`config.mk`:
```
export PLATFORM = sky130hd
export DESIGN_NAME = l2_req_stage
export DESIGN_NICKNAME = d
export VERILOG_FILES = /design/src/source/l2_tag_pkg.sv /design/src/source/l2_req_stage.sv
export VERILOG_INCLUDE_DIRS = /design/src /design/src/source
export SDC_FILE = /design/constraint.sdc
export NUM_CORES = 1
export LEC_CHECK = 0
export BUFFER_PORTS_ARGS = -buffer_cell sky130_fd_sc_hd__buf_2
export CORE_UTILIZATION = 37
export CTS_CLUSTER_DIAMETER = 50
export DETAILED_ROUTE_END_ITERATION = 10
export HOLD_SLACK_MARGIN = 0.08
export PLACE_DENSITY = 0.79
export SLEW_MARGIN = 20
export SYNTH_ARGS = -nofsm -noshare
export SYNTH_HDL_FRONTEND = slang
export SYNTH_SLANG_ARGS = --single-unit
```
`constraint.sdc`:
```
create_clock -name clk_i -period 0.8 [get_ports clk_i]
set_input_delay 0 -clock clk_i [delete_from_list [all_inputs] [get_ports clk_i]]
set_output_delay 0 -clock clk_i [all_outputs]
set_load 0.1 [all_outputs]
```
`src/source/l2_tag_config.svh`:
```
`ifndef L2_TAG_CONFIG_SVH
`define L2_TAG_CONFIG_SVH

// byte address of a request
`define L2_ADDR_W 32

// 64-byte lines
`define L2_OFFSET_W 6

// set index and number of sets, kept in step
`define L2_INDEX_W 10
`define L2_SETS 1024

// tag is whatever is left above index and offset
`define L2_TAG_W 16

// associativity is fixed at 8, the way number follows from it
`define L2_WAYS 8
`define L2_WAY_W 3

`endif

```
`src/source/l2_tag_pkg.sv`:
```
`include "l2_tag_config.svh"

package l2_tag_pkg;

    // one address word, two ways to look at it
    typedef union packed {
        // lookup view
        struct packed {
            logic [`L2_TAG_W-1:0]    tag;
            logic [`L2_INDEX_W-1:0]  index;
            logic [`L2_OFFSET_W-1:0] offset;
        } fld;
        // line view, used when reporting a miss
        struct packed {
            logic [`L2_ADDR_W-`L2_OFFSET_W-1:0] line;
            logic [`L2_OFFSET_W-1:0]            offset;
        } ln;
    } l2_addr_u;

    // request operation
    typedef enum logic [1:0] {
        L2_OP_LOOKUP = 2'd0,
        L2_OP_ALLOC  = 2'd1,
        L2_OP_INVAL  = 2'd2
    } l2_op_e;

endpackage
```
`src/source/l2_req_stage.sv`:
```
`timescale 1ns/10ps
`include "l2_tag_config.svh"

module l2_req_stage
    import l2_tag_pkg::*;
(
    input  logic                                clk_i,
    input  logic                                arst_n_i,
    input  logic                                req_i,
    input  l2_op_e                              op_i,
    input  logic [`L2_ADDR_W-1:0]               addr_i,
    output logic                                stg_valid_o,
    output l2_op_e                              stg_op_o,
    output logic [`L2_INDEX_W-1:0]              stg_index_o,
    output logic [`L2_TAG_W-1:0]                stg_tag_o,
    output logic [`L2_ADDR_W-`L2_OFFSET_W-1:0] stg_line_o
);

    // captured request word and operation
    l2_addr_u addr_q;
    l2_op_e   op_q;
    logic     valid_q;

    // valid lasts exactly one cycle per strobe
    always_ff @(posedge clk_i or negedge arst_n_i) begin
        if (!arst_n_i) begin
            valid_q <= 1'b0;
        end else begin
            valid_q <= req_i;
        end
    end

    // payload only loads on a strobe
    always_ff @(posedge clk_i) begin
        if (req_i) begin
            addr_q <= addr_i;
            op_q   <= op_i;
        end
    end

    assign stg_valid_o = valid_q;
    assign stg_op_o    = op_q;

    // field view drives the tag memory
    assign stg_index_o = addr_q.fld.index;
    assign stg_tag_o   = addr_q.fld.tag;

    // line view goes to the fill controller for miss reporting
    assign stg_line_o  = addr_q.ln.line;

endmodule

```
Word level (Yosys, flattened, before mapping)
Index checks and enable logic that the tools add are counted.

Flip-flop bits (word level): 35. Bits of input ports: 37. Output and inout port bits: 55. Logic and storage cells: 3.

Logic depth before layout (Yosys ltp)
Depth in word-level cells: 0. Mapped depth: 1. Mapped depth without buffers: 0.

Least setup slack after synthesis
Ideal clock, no wire load.

Path type: register to output. Start point: reg addr_q[6] (netlist name). End point: out stg_line_o[0]. Arrival time: 1.347 ns. Data required time: 0.800 ns. Path slack: -0.547 ns. Cell stages (with the launch flop): 2. Buffers on the path: 1. Path through: edfxtp_1 > buf_4.

RTL lines: start: declaration (line l2_req_stage.sv:20) `l2_addr_u addr_q;`; start signal: assignment (line l2_req_stage.sv:36) `addr_q <= addr_i;`; end: declaration (line l2_req_stage.sv:16) `` output logic [`L2_ADDR_W-`L2_OFFSET_W-1:0] stg_line_o ``.

No word-level cell between the ends.

Final worst setup path
Start point: reg addr_q[14] (netlist name). End point: out stg_line_o[8].

No word-level cell between the ends.

==> impl_metrics.csv <==
group,metric,value,unit
detailed_routing,ant_nets,0,
worst_setup_path,critical_path.max_fanout,2,
layout,multi_input_area,0,um2
layout,layout_common_cells,"57 x buf_12, 31 x dlygate4sd3_1, 30 x buf_2, 28 x edfxtp_1, 5 x clkbuf_4",
clock_network,ctsResizeCount,0,
clock_network,cts_setup_buffers,0,
timing,finalSetupViolCount,63,
global_routing,grt_max_degree,19,
clock_network,ctsHtreeMaxLevel,2,
power_and_ir_drop,ir_drop,2.26,mV
detailed_routing,num_vias,843,
worst_setup_path,critPathArrivalTime,1.10,ns
placement,port_buffers,85,
layout,fin_nets,191,
layout,num-multi-input-gates,0,
synth,synth_fp_nets,92,
timing,hold_violations,0,
timing,max_freq,905,MHz
hold_path,hp-class,"in -> reg",
global_routing,grt_overflow,0,
clock_network,cts_tree,"yes",
timing,layout_setup_ws,-0.304,ns
worst_setup_path,cp.required,0.80,ns
power_and_ir_drop,clock_power_share,16.5,%
floorplanning,design.core.area,0.00273,mm2
placement,dpl.hpwl,2160,um
global_routing,grtUsageTotal,28.8,%
power_and_ir_drop,cellPowerDensity,2230,mW/mm2
clock_network,cts.clk_slew.worst_paths,0.12,ns
worst_setup_path,cp_slowest_cell,"edfxtp_1",
outcome,outcome,"complete, but fails checks",
timing,setup_tns,-15.96,ns
worst_setup_path,crit_path_start_kind,"register",
synth,synth_top_area_share,79.2,%
clock_network,cts_root_buf,"clkbuf_4",
worst_setup_path,path_depth,1,
power_and_ir_drop,power_frac_seq,35.1,%
worst_setup_path,worstPathCellList,"buf_12",
synth,synth_largest_area_cell,"edfxtp_1",
power_and_ir_drop,p_int,3100,uW
layout,drive_above_1_share,61.9,%
power_and_ir_drop,switching_share,45.7,%
synth,seq_area_frac_synth,81.6,%
worst_setup_path,crit_family,"flip-flops",
synth,netlist_area,0.00106,mm2
worst_setup_path,cp-startpoint,"addr_q[14]",
timing,rsz0062_at_grt,"true",
timing,min_period_over_period,138,%
placement,dp_cells,147,
layout,regArea,867,um2
timing,worst_slew_pin_slew,0.420,ns
run,max_cap_violations,0,
layout,fill_cells,63,
clock_network,ctsLongestPathBuffers,2,
layout,areaGrowthSynthToFinish,142,%
power_and_ir_drop,power_frac_comb,48.4,%
synth,ys_seq_elements,29,
synth,ys_top_cells_by_area,"edfxtp_1 79%, buf_4 18%, dfrtp_1 2.4%",
worst_setup_path,critPathBufInv,1,
detailed_routing,drt_iter0_drc,33,
floorplanning,ios,92,
clock_network,numCtsBuffers,5,
timing,relSlewSlack,71.9,%
worst_setup_path,timing.critical_path.to,"stg_line_o[8]",
synth,avgSynthCellArea,19.3,um2
worst_setup_path,cp_slowest_stage_delay,0.53,ns
detailed_routing,totalWireLength,4230,um
floorplanning,fp.dieH,55.6,um
detailed_routing,wl_per_cell,22.7,um
timing,period_needed,1.10,ns
global_routing,grt_pass1_wl,6000,um
timing,hold_slack,0.0514,ns
synth,syn-instance-count,55,
global_routing,antenna_found_initial,0,
clock_network,clock-sinks,29,
detailed_routing,firstDrtPassIters,6,
detailed_routing,drc,0,
worst_setup_path,critPathKind,"reg -> out",
timing,report.final.slew_viol_count,0,
layout,final_common_cell,"buf_12",
synth,yosys_warnings,0,
floorplanning,die_area,0.00309,mm2
layout,antenna_cells,0,
detailed_routing,routed_via_density,4.53,
power_and_ir_drop,p_switching,2610,uW
worst_setup_path,endpoint_kind,"primary output",
floorplanning,start_util,38.8,%
floorplanning,die_w,55.6,um
floorplanning,rows,19,
layout,finalNonFillerCells,186,
global_routing,grt_pass1_vias,979,
outcome,violations,"negative setup slack",
synth,synthDistinctLibCells,3,
placement,gp_congestion,0.658,
power_and_ir_drop,p_leak,0.00110,uW
[power by group through the flow]
stage               Combinational (uW)  Clock [uW]  Sequential [uW]
floorplan                         1170           0             2790
global placement                  2600           0             2010
detailed placement                2620           0             2030
CTS                               2740         891             2000
global route                      2800        1020             2010
finish                            2760         940             2000
[routing by layer]
metal  track usage (%)  part of all wire (%)
met5                 0                     0
met4              13.2                   2.3
met3              9.13                   7.5
met2              54.7                    57
met1              27.6                    33
[cell usage after synthesis, drive strengths merged]
cell,n
dfrtp,1
buf,26
edfxtp,28
[kinds of logic (layout without fill, tap and decap cells)]
family	Yosys count	in the layout	synth area share, %
buffers and inverters	26	126	18.4
DFF	29	29	81.6
[area by class of cell]
type                  instances  share of cell area (%)
Tap cell                     31                    1.51
Timing Repair Buffer        118                    62.5
Sequential cell              29                    33.8
Clock buffer                  5                    1.46
Clock inverter                3                   0.684
[how the worst min path moves through the flow]
stage	startpoint	end	slack (ns)	depth (start not counted)
2_1_floorplan	arst_n_i	stg_valid_o	-0.30	0
3_3_place_gp	arst_n_i	stg_valid_o	-0.23	1
3_5_place_dp	arst_n_i	stg_valid_o	-0.22	1
4_1_cts	req_i	stg_valid_o	-0.03	2
5_1_grt	req_i	stg_op_o[0]	0.05	2
6_report	req_i	stg_op_o[0]	0.05	2
[what timing repair did]
| action | 4_1_cts | 5_1_grt |
|---|---|---|
| hold endpoints to repair | 40 | 8 |
| endpoints found under the setup margin | 55 | 55 |
| hold buffers | 30 | 1 |
| cloned | 0 | 0 |
[flip-flops by register name, summed over array words and instances (netlist names)]
register	count
stg_op_o	2
stg_valid_o	1
addr_q	26
[stage by stage]
stage          setup slack (ns)  total power, uW  cell area [um2]  util, %
2_1_floorplan            -0.426             3960             1390        -
3_3_place_gp              0.142             4610             2200     80.4
3_5_place_dp              0.102             4650             2200     80.4
4_1_cts                  -0.268             5620             2550     93.4
5_1_grt                  -0.326             5830             2560     93.7
6_report                 -0.304             5710             2560     93.7
No activity file was read; power rests on OpenSTA's default activity.
