**config.mk**
```make
export PLATFORM = sky130hd
export DESIGN_NAME = l2_fill_ctrl
export DESIGN_NICKNAME = d
export VERILOG_FILES = /design/src/source/l2_tag_pkg.sv /design/src/source/l2_fill_ctrl.sv
export VERILOG_INCLUDE_DIRS = /design/src /design/src/source
export SDC_FILE = /design/constraint.sdc
export NUM_CORES = 1
export LEC_CHECK = 0
export ABC_AREA = 1
export BUFFER_PORTS_ARGS = -buffer_cell sky130_fd_sc_hd__buf_4
export CAP_MARGIN = 0
export CORE_ASPECT_RATIO = 0.5
export CORE_UTILIZATION = 42
export CTS_BUF_LIST = sky130_fd_sc_hd__clkbuf_4
export CTS_CLUSTER_DIAMETER = 100
export DETAILED_ROUTE_END_ITERATION = 7
export MAX_ROUTING_LAYER = met4
export PLACE_DENSITY = 0.91
export SYNTH_ARGS = -nofsm -noshare
export SYNTH_HDL_FRONTEND = slang
export SYNTH_SLANG_ARGS = --single-unit
```
**constraint.sdc**
```tcl
create_clock -name clk_i -period 1.2 [get_ports clk_i]
set_clock_uncertainty 0.05 [all_clocks]
set_input_delay 0 -clock clk_i [delete_from_list [all_inputs] [get_ports clk_i]]
set_output_delay 0 -clock clk_i [all_outputs]
set_load 0.02 [all_outputs]
```
**src/source/l2_tag_config.svh**
```systemverilog
`ifndef L2_TAG_CONFIG_SVH
`define L2_TAG_CONFIG_SVH

// byte address of a request
`define L2_ADDR_W 32

// 64-byte lines
`define L2_OFFSET_W 6

// set index and number of sets, kept in step
`define L2_INDEX_W 10
`define L2_SETS 1024

// tag is whatever is left above index and offset
`define L2_TAG_W 16

// associativity is fixed at 8, the way number follows from it
`define L2_WAYS 8
`define L2_WAY_W 3

`endif

```
**src/source/l2_tag_pkg.sv**
```systemverilog
`include "l2_tag_config.svh"

package l2_tag_pkg;

    // one address word, two ways to look at it
    typedef union packed {
        // lookup view
        struct packed {
            logic [`L2_TAG_W-1:0]    tag;
            logic [`L2_INDEX_W-1:0]  index;
            logic [`L2_OFFSET_W-1:0] offset;
        } fld;
        // line view, used when reporting a miss
        struct packed {
            logic [`L2_ADDR_W-`L2_OFFSET_W-1:0] line;
            logic [`L2_OFFSET_W-1:0]            offset;
        } ln;
    } l2_addr_u;

    // request operation
    typedef enum logic [1:0] {
        L2_OP_LOOKUP = 2'd0,
        L2_OP_ALLOC  = 2'd1,
        L2_OP_INVAL  = 2'd2
    } l2_op_e;

endpackage
```
**src/source/l2_fill_ctrl.sv**
```systemverilog
`timescale 1ns/10ps
`include "l2_tag_config.svh"

module l2_fill_ctrl
    import l2_tag_pkg::*;
(
    input  logic                                clk_i,
    input  logic                                arst_n_i,
    input  logic                                stg_valid_i,
    input  l2_op_e                              stg_op_i,
    input  logic [`L2_ADDR_W-`L2_OFFSET_W-1:0] stg_line_i,
    input  logic                                lookup_hit_i,
    input  logic [`L2_WAY_W-1:0]                lookup_way_i,
    input  logic                                set_full_i,
    output logic                                tag_we_o,
    output logic                                tag_wvalid_o,
    output logic [`L2_WAY_W-1:0]                victim_way_o,
    output logic                                resp_valid_o,
    output logic                                hit_o,
    output logic [`L2_WAY_W-1:0]                way_o,
    output logic                                full_o,
    output logic [`L2_ADDR_W-`L2_OFFSET_W-1:0] miss_line_o
);

    logic alloc_fill;
    logic inval_hit;
    logic [`L2_WAY_W-1:0] victim_q;

    // response registers
    logic resp_valid_q;
    logic hit_q;
    logic [`L2_WAY_W-1:0] way_q;
    logic [`L2_ADDR_W-`L2_OFFSET_W-1:0] line_q;

    // allocate that misses installs the tag
    assign alloc_fill = stg_valid_i && (stg_op_i == L2_OP_ALLOC) && !lookup_hit_i;
    // invalidate only acts when it hits
    assign inval_hit  = stg_valid_i && (stg_op_i == L2_OP_INVAL) && lookup_hit_i;

    assign tag_we_o     = alloc_fill || inval_hit;
    assign tag_wvalid_o = alloc_fill;
    assign victim_way_o = victim_q;

    // round-robin pointer, wraps after the last way
    always_ff @(posedge clk_i or negedge arst_n_i) begin
        if (!arst_n_i) begin
            victim_q <= '0;
        end else if (alloc_fill) begin
            victim_q <= victim_q + 1'b1;
        end
    end

    always_ff @(posedge clk_i or negedge arst_n_i) begin
        if (!arst_n_i) begin
            resp_valid_q <= 1'b0;
        end else begin
            resp_valid_q <= stg_valid_i;
        end
    end

    // lookup_way_i already carries the victim pointer when nothing hits
    always_ff @(posedge clk_i) begin
        if (stg_valid_i) begin
            hit_q  <= lookup_hit_i;
            way_q  <= lookup_way_i;
            line_q <= stg_line_i;
        end
    end

    assign resp_valid_o = resp_valid_q;
    assign hit_o        = hit_q;
    assign way_o        = way_q;
    assign miss_line_o  = line_q;

    // full flag is registered in the tag memory on the same edge
    assign full_o = set_full_i;

endmodule

```
# Word-level counts from Yosys, hierarchy flattened

Cells that the tools add are included.
Widths: inputs -> output; s select.

Bits in registers: 34
Input bits: 36

$add $sub $neg: 1
Equality and inequality tests: 2
Reductions and logical operators: 6

Operators by type and width:

| cell                | count |
|---|---|
| $logic_and 1x1->1   | 4 |
| $add 3x1->3 const B | 1 |
| $eq 2x1->1 const B  | 1 |
| $eq 2x2->1 const B  | 1 |
| $logic_not 1->1     | 1 |
| $logic_or 1x1->1    | 1 |

# Longest topological paths before layout

Gate-level depths: netlist of the first run.

Depth after elaboration: 4
Depth in mapped cells: 6
Gate-level depth less buffers: 6

# Worst setup path before layout of the first run

Ideal clock, no wire load.

Path type: reg-to-reg
Start point: reg victim_q[0] (netlist: victim_way_o[0])
End point: reg victim_q[2] (netlist: victim_way_o[2])
Arrival: 0.924 ns
Data required time: 1.033 ns
Path slack: 0.109 ns
Stages on the path, launching flop included: 7
Buffers on the path: 0
Cell sequence: dfrtp_1 > ha_1 > inv_1 > nor2_1 > nand2_1 > nand2_1 > nand2_1

Word-level cells in the longest chain between the ends: 1

Ends and longest elaborated chain:

| item                   | line               | text |
|---|---|---|
| from (decl)            | l2_fill_ctrl.sv:27 | `` logic [`L2_WAY_W-1:0] victim_q; `` |
| from (signal assigned) | l2_fill_ctrl.sv:49 | `victim_q <= victim_q + 1'b1;` |
| $add 3x1->3            | l2_fill_ctrl.sv:49 |  |

No other way between the ends.
A chain may end at the register's enable or synchronous reset.

# Worst setup path after layout of the first run

Ends and elaborated chain as after synthesis.

==> results of run 1 <==
[cell usage after synthesis (all sizes together)]
master	n
dfrtp	4
edfxtp	30
nand2	9
ha	1
o21ai	1
nor2	2
buf	1
nand3	3
nand3b	1
inv	5
[logic make-up after synthesis]
logic type | Yosys count
adder cells (fa/ha/maj) | 1
buffers and inverters | 6
AO/OA/AOI/OAI | 1
AND/OR/NAND/NOR | 15
flip-flops | 34
[worst reg2reg max path, cell delays in order, from the launching register on]
cell     delay, ps
dfrtp_1        410
ha_1           180
inv_1           60
nor2_1         170
nand2_1        100
nand2_1         80
nand2_1         70
[power by group]
part	internal (uW)	leakage (uW)	switching, uW
sequential	1420	0.000343	64.4
combinational	335	0.000572	377
clock	243	0.0000331	378
total	2000	0.000948	820
[timing repair]
action | CTS | global route
hold buffers | 34 | 1
setup buffers | 0 | 1
gates resized for setup | 0 | 3
endpoints found under the setup margin | 0 | 3
hold endpoints to repair | 46 | 3
[state kept, by name, summed over array words and instances (netlist names)]
| signal | count |
|---|---|
| way_o | 3 |
| victim_way_o | 3 |
| miss_line_o | 26 |
| hit_o | 1 |
| resp_valid_o | 1 |
[metal layers]
metal	up-vias	GRT usage [%]
met4	0	18.9
met1	487	33.2
met5	-	-
met2	61	50.5
met3	18	7.63
li1	429	-
[area by class of cell]
type,count,area (um2),share of cell area [%]
sequential,34,1000,47.4
timing repair buffer,107,891,42.2
multi-input combinational,17,98.8,4.69
clock buffer,6,45.0,2.14
tap,35,43.8,2.08
inverter,5,21.3,1.01
clock inverter,2,8.76,0.415
[per-stage QoR]
stage          cell area, um2  hold slack (ps)  util (%)
2_1_floorplan            1120             -346         -
3_3_place_gp             1690             -250      71.3
3_5_place_dp             1690             -250      71.3
4_1_cts                  2080             -105      87.9
5_1_grt                  2110             24.6      88.9
6_report                 2110             8.56      88.9
[path summary, 6_finish.rpt]
check / from / to / slack, ps / cells past startpoint
setup / recovery: victim_way_o[0]$_DFFE_PN0P_ / victim_way_o[2]$_DFFE_PN0P_ / -40 / 6
hold / removal: stg_op_i[1] / victim_way_o[1]$_DFFE_PN0P_ / 9 / 5
setup reg to reg: victim_way_o[0]$_DFFE_PN0P_ / victim_way_o[2]$_DFFE_PN0P_ / -40 / 6
hold reg to reg: victim_way_o[1]$_DFFE_PN0P_ / victim_way_o[1]$_DFFE_PN0P_ / 510 / 2
max in group asynchronous: arst_n_i / victim_way_o[0]$_DFFE_PN0P_ / 390 / 3
min in group asynchronous: arst_n_i / victim_way_o[2]$_DFFE_PN0P_ / 530 / 3
==> flow_summary.yaml, run 1 <==
worst_setup_path:
  worstPathRequired_ps: 1360
  critPathMaxStageDelay_ps: 410
  cp_slowest_cell: "dfrtp_1"
  critPathMaxFanout: 3
  cpMostUsedCell: "nand2_1"
  crit_type: "flip-flop to flip-flop"
  worstPathArrival_ps: 1410
  path_delay_family: "simple AND/OR/NAND/NOR gates"
  path_cells: "ha_1 -> inv_1 -> nor2_1 -> nand2_1 -> nand2_1 -> nand2_1"
  crit_buf_inv: 1
  critPathLaunchType: "flip-flop"
  cp-end-kind: "flip-flop"
clocking:
  htreeDepth: 2
  cts_tree: "yes"
  clk_pin_slew_ps: 90
  cts_buffer_depth: 2
  cts_root_buffer: "clkbuf_4"
  insertion_delay_ps: 330
  numCtsBuffers: 5
  clock_sinks: 34
status:
  status: "complete, but fails checks"
  violations: "negative setup slack"
logic_synthesis:
  synth_cell_type_count: 12
  synth.top_cell.area_share_pct: 80.4
  yosysTopAreaCell: "edfxtp_1"
  synth_top_family_by_area: "simple AND/OR/NAND/NOR gates"
  synthCells: 57
  syn-num-nets: 94
  synthAdderAreaFrac_pct: 1.12
  synth_seq_area_share_pct: 89.3
  synth.ff_latch_count: 34
  synth_compound_area_share_pct: 0.446
  muxShareOfSynthArea_pct: 0
  yosys_warnings: 0
  synthSimpleGateAreaFrac_pct: 6.81
  yosys-top-cells-area: "edfxtp_1 80%, dfrtp_1 8.9%, nand2_1 2.3%"
  avgSynthCellArea_um2: 19.7
  syn-cell-area_mm2: 0.00112
  yosys.area_share.xor_xnor_pct: 0
final_layout:
  final_common_cell: "buf_4"
  layout_common_cells: "72 x buf_4, 35 x dlygate4sd3_1, 30 x edfxtp_1, 7 x nand2_1, 6 x clkbuf_4"
  areaGrowthSynthToFinish_pct: 88.2
  nets: 207
  n_antenna_cell: 0
  drive_above_1_share_pct: 48.5
  stdcell_count: 206
  nFillCells: 106
power:
  finalPower_uw: 2820
  irDropWorstVdd_mv: 1.25
  p_leak_uw: 0.000948
  power.density_mw_per_mm2: 1330
floorplan:
  die_h_um: 38.5
  boundaryPins: 73
  initial_core_util_pct: 47.3
  rows: 12
  core_area_mm2: 0.00237
  die_width_um: 75.1
  die_area_mm2: 0.00289
sta:
  min_period_over_period_pct: 104
  slew_viol_final: 0
  tns_ps: -42.1
  period_needed_ps: 1240
  final.setup.worst_slack_ps: -42.1
  worst_pin_slew_ps: 353
  hold_viol_final: 0
  setup_viol_count_final: 1
  fmax_mhz: 805
  slew_headroom_pct: 76.4
routing:
  drc: 0
  drt-pass1-iter-count: 4
  vias: 995
  wl_met3_um: 255
  dr_wl_met2_mm: 2.25
  wl_met1_mm: 1.56
  routed_wl_mm: 4.24
  wire_per_inst_um: 20.6
  routed_via_density: 4.83
  ant_nets: 0
  drt_iter0_drc: 51
  top_layer_used: "met4"
job:
  cap_violations: 0
placed_design:
  gp_congestion: 0.740
  dp_slack_ps: 151
  io_buffers: 70
  place_inst: 162
worst_hold_path:
  hp-class: "primary input to flip-flop"
global_route:
  antenna_found_initial: 0
  grt_max_degree: 24
  grt_use_total_pct: 30.0
  overflow: 0
  grt_pass1_vias: 960
  grt_pass1_wl_mm: 5.31
(Power assumes the default switching activity.)
==> inputs of run 2 (changes only) <==
--- a/config.mk
+++ b/config.mk
@@ -7,7 +7,7 @@
 export NUM_CORES = 1
 export LEC_CHECK = 0
 export ABC_AREA = 1
-export BUFFER_PORTS_ARGS = -buffer_cell sky130_fd_sc_hd__buf_4
+export BUFFER_PORTS_ARGS = -buffer_cell sky130_fd_sc_hd__buf_2
 export CAP_MARGIN = 0
 export CORE_ASPECT_RATIO = 0.5
 export CORE_UTILIZATION = 42
@@ -16,6 +16,7 @@
 export DETAILED_ROUTE_END_ITERATION = 7
 export MAX_ROUTING_LAYER = met4
 export PLACE_DENSITY = 0.91
+export SKIP_CTS_REPAIR_TIMING = 1
 export SYNTH_ARGS = -nofsm -noshare
 export SYNTH_HDL_FRONTEND = slang
 export SYNTH_SLANG_ARGS = --single-unit
==> run 2 against run 1 <==
The run now ends clean. Die area is the same. First-iteration DRC count rose by 3.9%. Final cell count increased by 1.9%. Sequential power is essentially flat. Highest routed layer unchanged. Non-clock buffer count up 4. Via count fell by 2.2%. Critical endpoint unchanged. Critical path depth unchanged. Largest power group unchanged. Global-route usage fell by 12 points. Clock-buffer cell count did not move. Sequential cell count is the same.
==> flow_summary.yaml, run 2 (same netlist as run 1, synthesis figures left out) <==
power:
  comb_power_share_pct: 21.4
  p_leak_uw: 0.000895
  power.density_mw_per_mm2: 1370
  p_int_uw: 1900
  p_clk_share_pct: 23.7
  switching_share_pct: 29.7
  seq_power_share_pct: 54.9
  switching_power_uw: 803
  irDropWorstVdd_mv: 1.25
worst_setup_path:
  worstPathArrival_ps: 1340
  critPathLaunchType: "flip-flop"
  worstPathRequired_ps: 1390
  path_delay_family: "flip-flops"
  r2r_start: "victim_way_o[0]$_DFFE_PN0P_"
  r2r_end: "victim_way_o[2]$_DFFE_PN0P_"
  crit_buf_inv: 1
  crit_type: "flip-flop to flip-flop"
  path_cells: "ha_1 -> inv_1 -> nor2_1 -> nand2_1 -> nand2_1 -> nand2_1"
  cpMostUsedCell: "nand2_1"
  critPathMaxFanout: 4
  critPathMaxStageDelay_ps: 440
  cp_slowest_cell: "dfrtp_1"
  cp-end-kind: "flip-flop"
  r2r_cells: 6
  reg2reg_slack_ps: 50
routing:
  routed_wl_mm: 3.61
  ant_nets: 0
  drc: 0
  drt_iter0_drc: 53
  wire_per_inst_um: 17.2
  drt-pass1-iter-count: 4
  vias: 973
  routed_via_density: 4.63
global_route:
  grt_max_degree: 14
  grt_pass1_wl_mm: 3.35
  grt_pass1_vias: 722
  grt_use_total_pct: 17.9
  antenna_found_initial: 0
  overflow: 0
sta:
  worst_pin_slew_ps: 280
  fmax_mhz: 869
  slew_viol_final: 0
  setup_viol_count_final: 0
  tns_ps: 0
  min_period_over_period_pct: 95.9
  hold_viol_final: 0
  slew_headroom_pct: 81.2
  period_needed_ps: 1150
clocking:
  cts_root_buffer: "clkbuf_4"
  cts_buffer_depth: 2
  clk_pin_slew_ps: 110
  insertion_delay_ps: 340
  htreeDepth: 2
  clock_sinks: 34
  numCtsBuffers: 5
  cts_tree: "yes"
worst_hold_path:
  whs_endpoint: "miss_line_o[19]$_DFFE_PP_"
  hold_path.startpoint: "stg_valid_i"
  hp-class: "primary input to flip-flop"
  whs_path_depth: 2
placed_design:
  place_hpwl_mm: 1.85
  gp_congestion: 0.784
  placed_cell_area_mm2: 0.00152
  place_inst: 163
  io_buffers: 70
final_layout:
  n_antenna_cell: 0
  areaGrowthSynthToFinish_pct: 75.4
  nFillCells: 126
  drive_above_1_share_pct: 46.9
  layout_common_cells: "70 x buf_2, 39 x dlygate4sd3_1, 30 x edfxtp_1, 7 x nand2_1, 6 x clkbuf_4"
  stdcell_count: 210
  largest_reg_flops: 26
  fin_area_mm2: 0.00197
  nets: 211
  final_common_cell: "buf_2"
floorplan:
  die_h_um: 38.5
  die_width_um: 75.1
  core_area_mm2: 0.00237
  rows: 12
  boundaryPins: 73
  initial_core_util_pct: 47.3
  die_area_mm2: 0.00289
status:
  status: "finished, final reports clean"
job:
  cap_violations: 0
-- run 2: changes by cell type in the layout (fill, tap and decap cells not counted), sizes merged --
cell	delta
dlygate4sd3	+4
-- run 2: final cells by class --
type | count | area [um2] | share of cell area (%)
Sequential cell | 34 | 1000 | 50.9
Clock inverter | 2 | 8.76 | 0.445
Clock buffer | 6 | 45.0 | 2.29
Timing Repair Buffer | 111 | 756 | 38.4
Inverter | 5 | 18.8 | 0.954
Multi-Input combinational cell | 17 | 93.8 | 4.77
Tap cell | 35 | 43.8 | 2.23
-- run 2: through the flow --
stage	hold WS, ps	setup slack (ps)	utilization [%]	power (uW)
2_1_floorplan	-346	109	-	1720
3_3_place_gp	-241	237	64.2	1920
3_5_place_dp	-238	183	64.2	1950
4_1_cts	-596	166	66.5	2540
5_1_grt	114	-21.3	82.9	2800
6_report	119	49.1	82.9	2700
-- run 2: how the worst max path moves through the flow --
stage                             endpoint  depth (start not counted)                         from  slack, ps
2_1_floorplan  victim_way_o[2]$_DFFE_PN0P_                          6  victim_way_o[0]$_DFFE_PN0P_        110
3_3_place_gp   victim_way_o[2]$_DFFE_PN0P_                          6  victim_way_o[0]$_DFFE_PN0P_        240
3_5_place_dp   victim_way_o[2]$_DFFE_PN0P_                          6  victim_way_o[0]$_DFFE_PN0P_        180
4_1_cts        victim_way_o[2]$_DFFE_PN0P_                          6  victim_way_o[0]$_DFFE_PN0P_        170
5_1_grt        victim_way_o[2]$_DFFE_PN0P_                          6  victim_way_o[0]$_DFFE_PN0P_        -20
6_report       victim_way_o[2]$_DFFE_PN0P_                          6  victim_way_o[0]$_DFFE_PN0P_         50
-- run 2: per-layer routing --
metal | wire [um] | GRT usage, %
met1 | 1420 | 19.0
met2 | 1920 | 32.7
met3 | 198 | 5.00
met4 | 69 | 7.08
met5 | 0 | -
-- run 2: power groups by stage --
| stage | Clock [uW] | Sequential [uW] | Combinational [uW] |
|---|---|---|---|
| after detailed placement | 0 | 1500 | 453 |
| after CTS | 619 | 1470 | 454 |
| after global placement | 0 | 1480 | 434 |
| after global routing | 706 | 1490 | 604 |
| after floorplan | 0 | 1650 | 70.5 |
| final | 640 | 1480 | 577 |
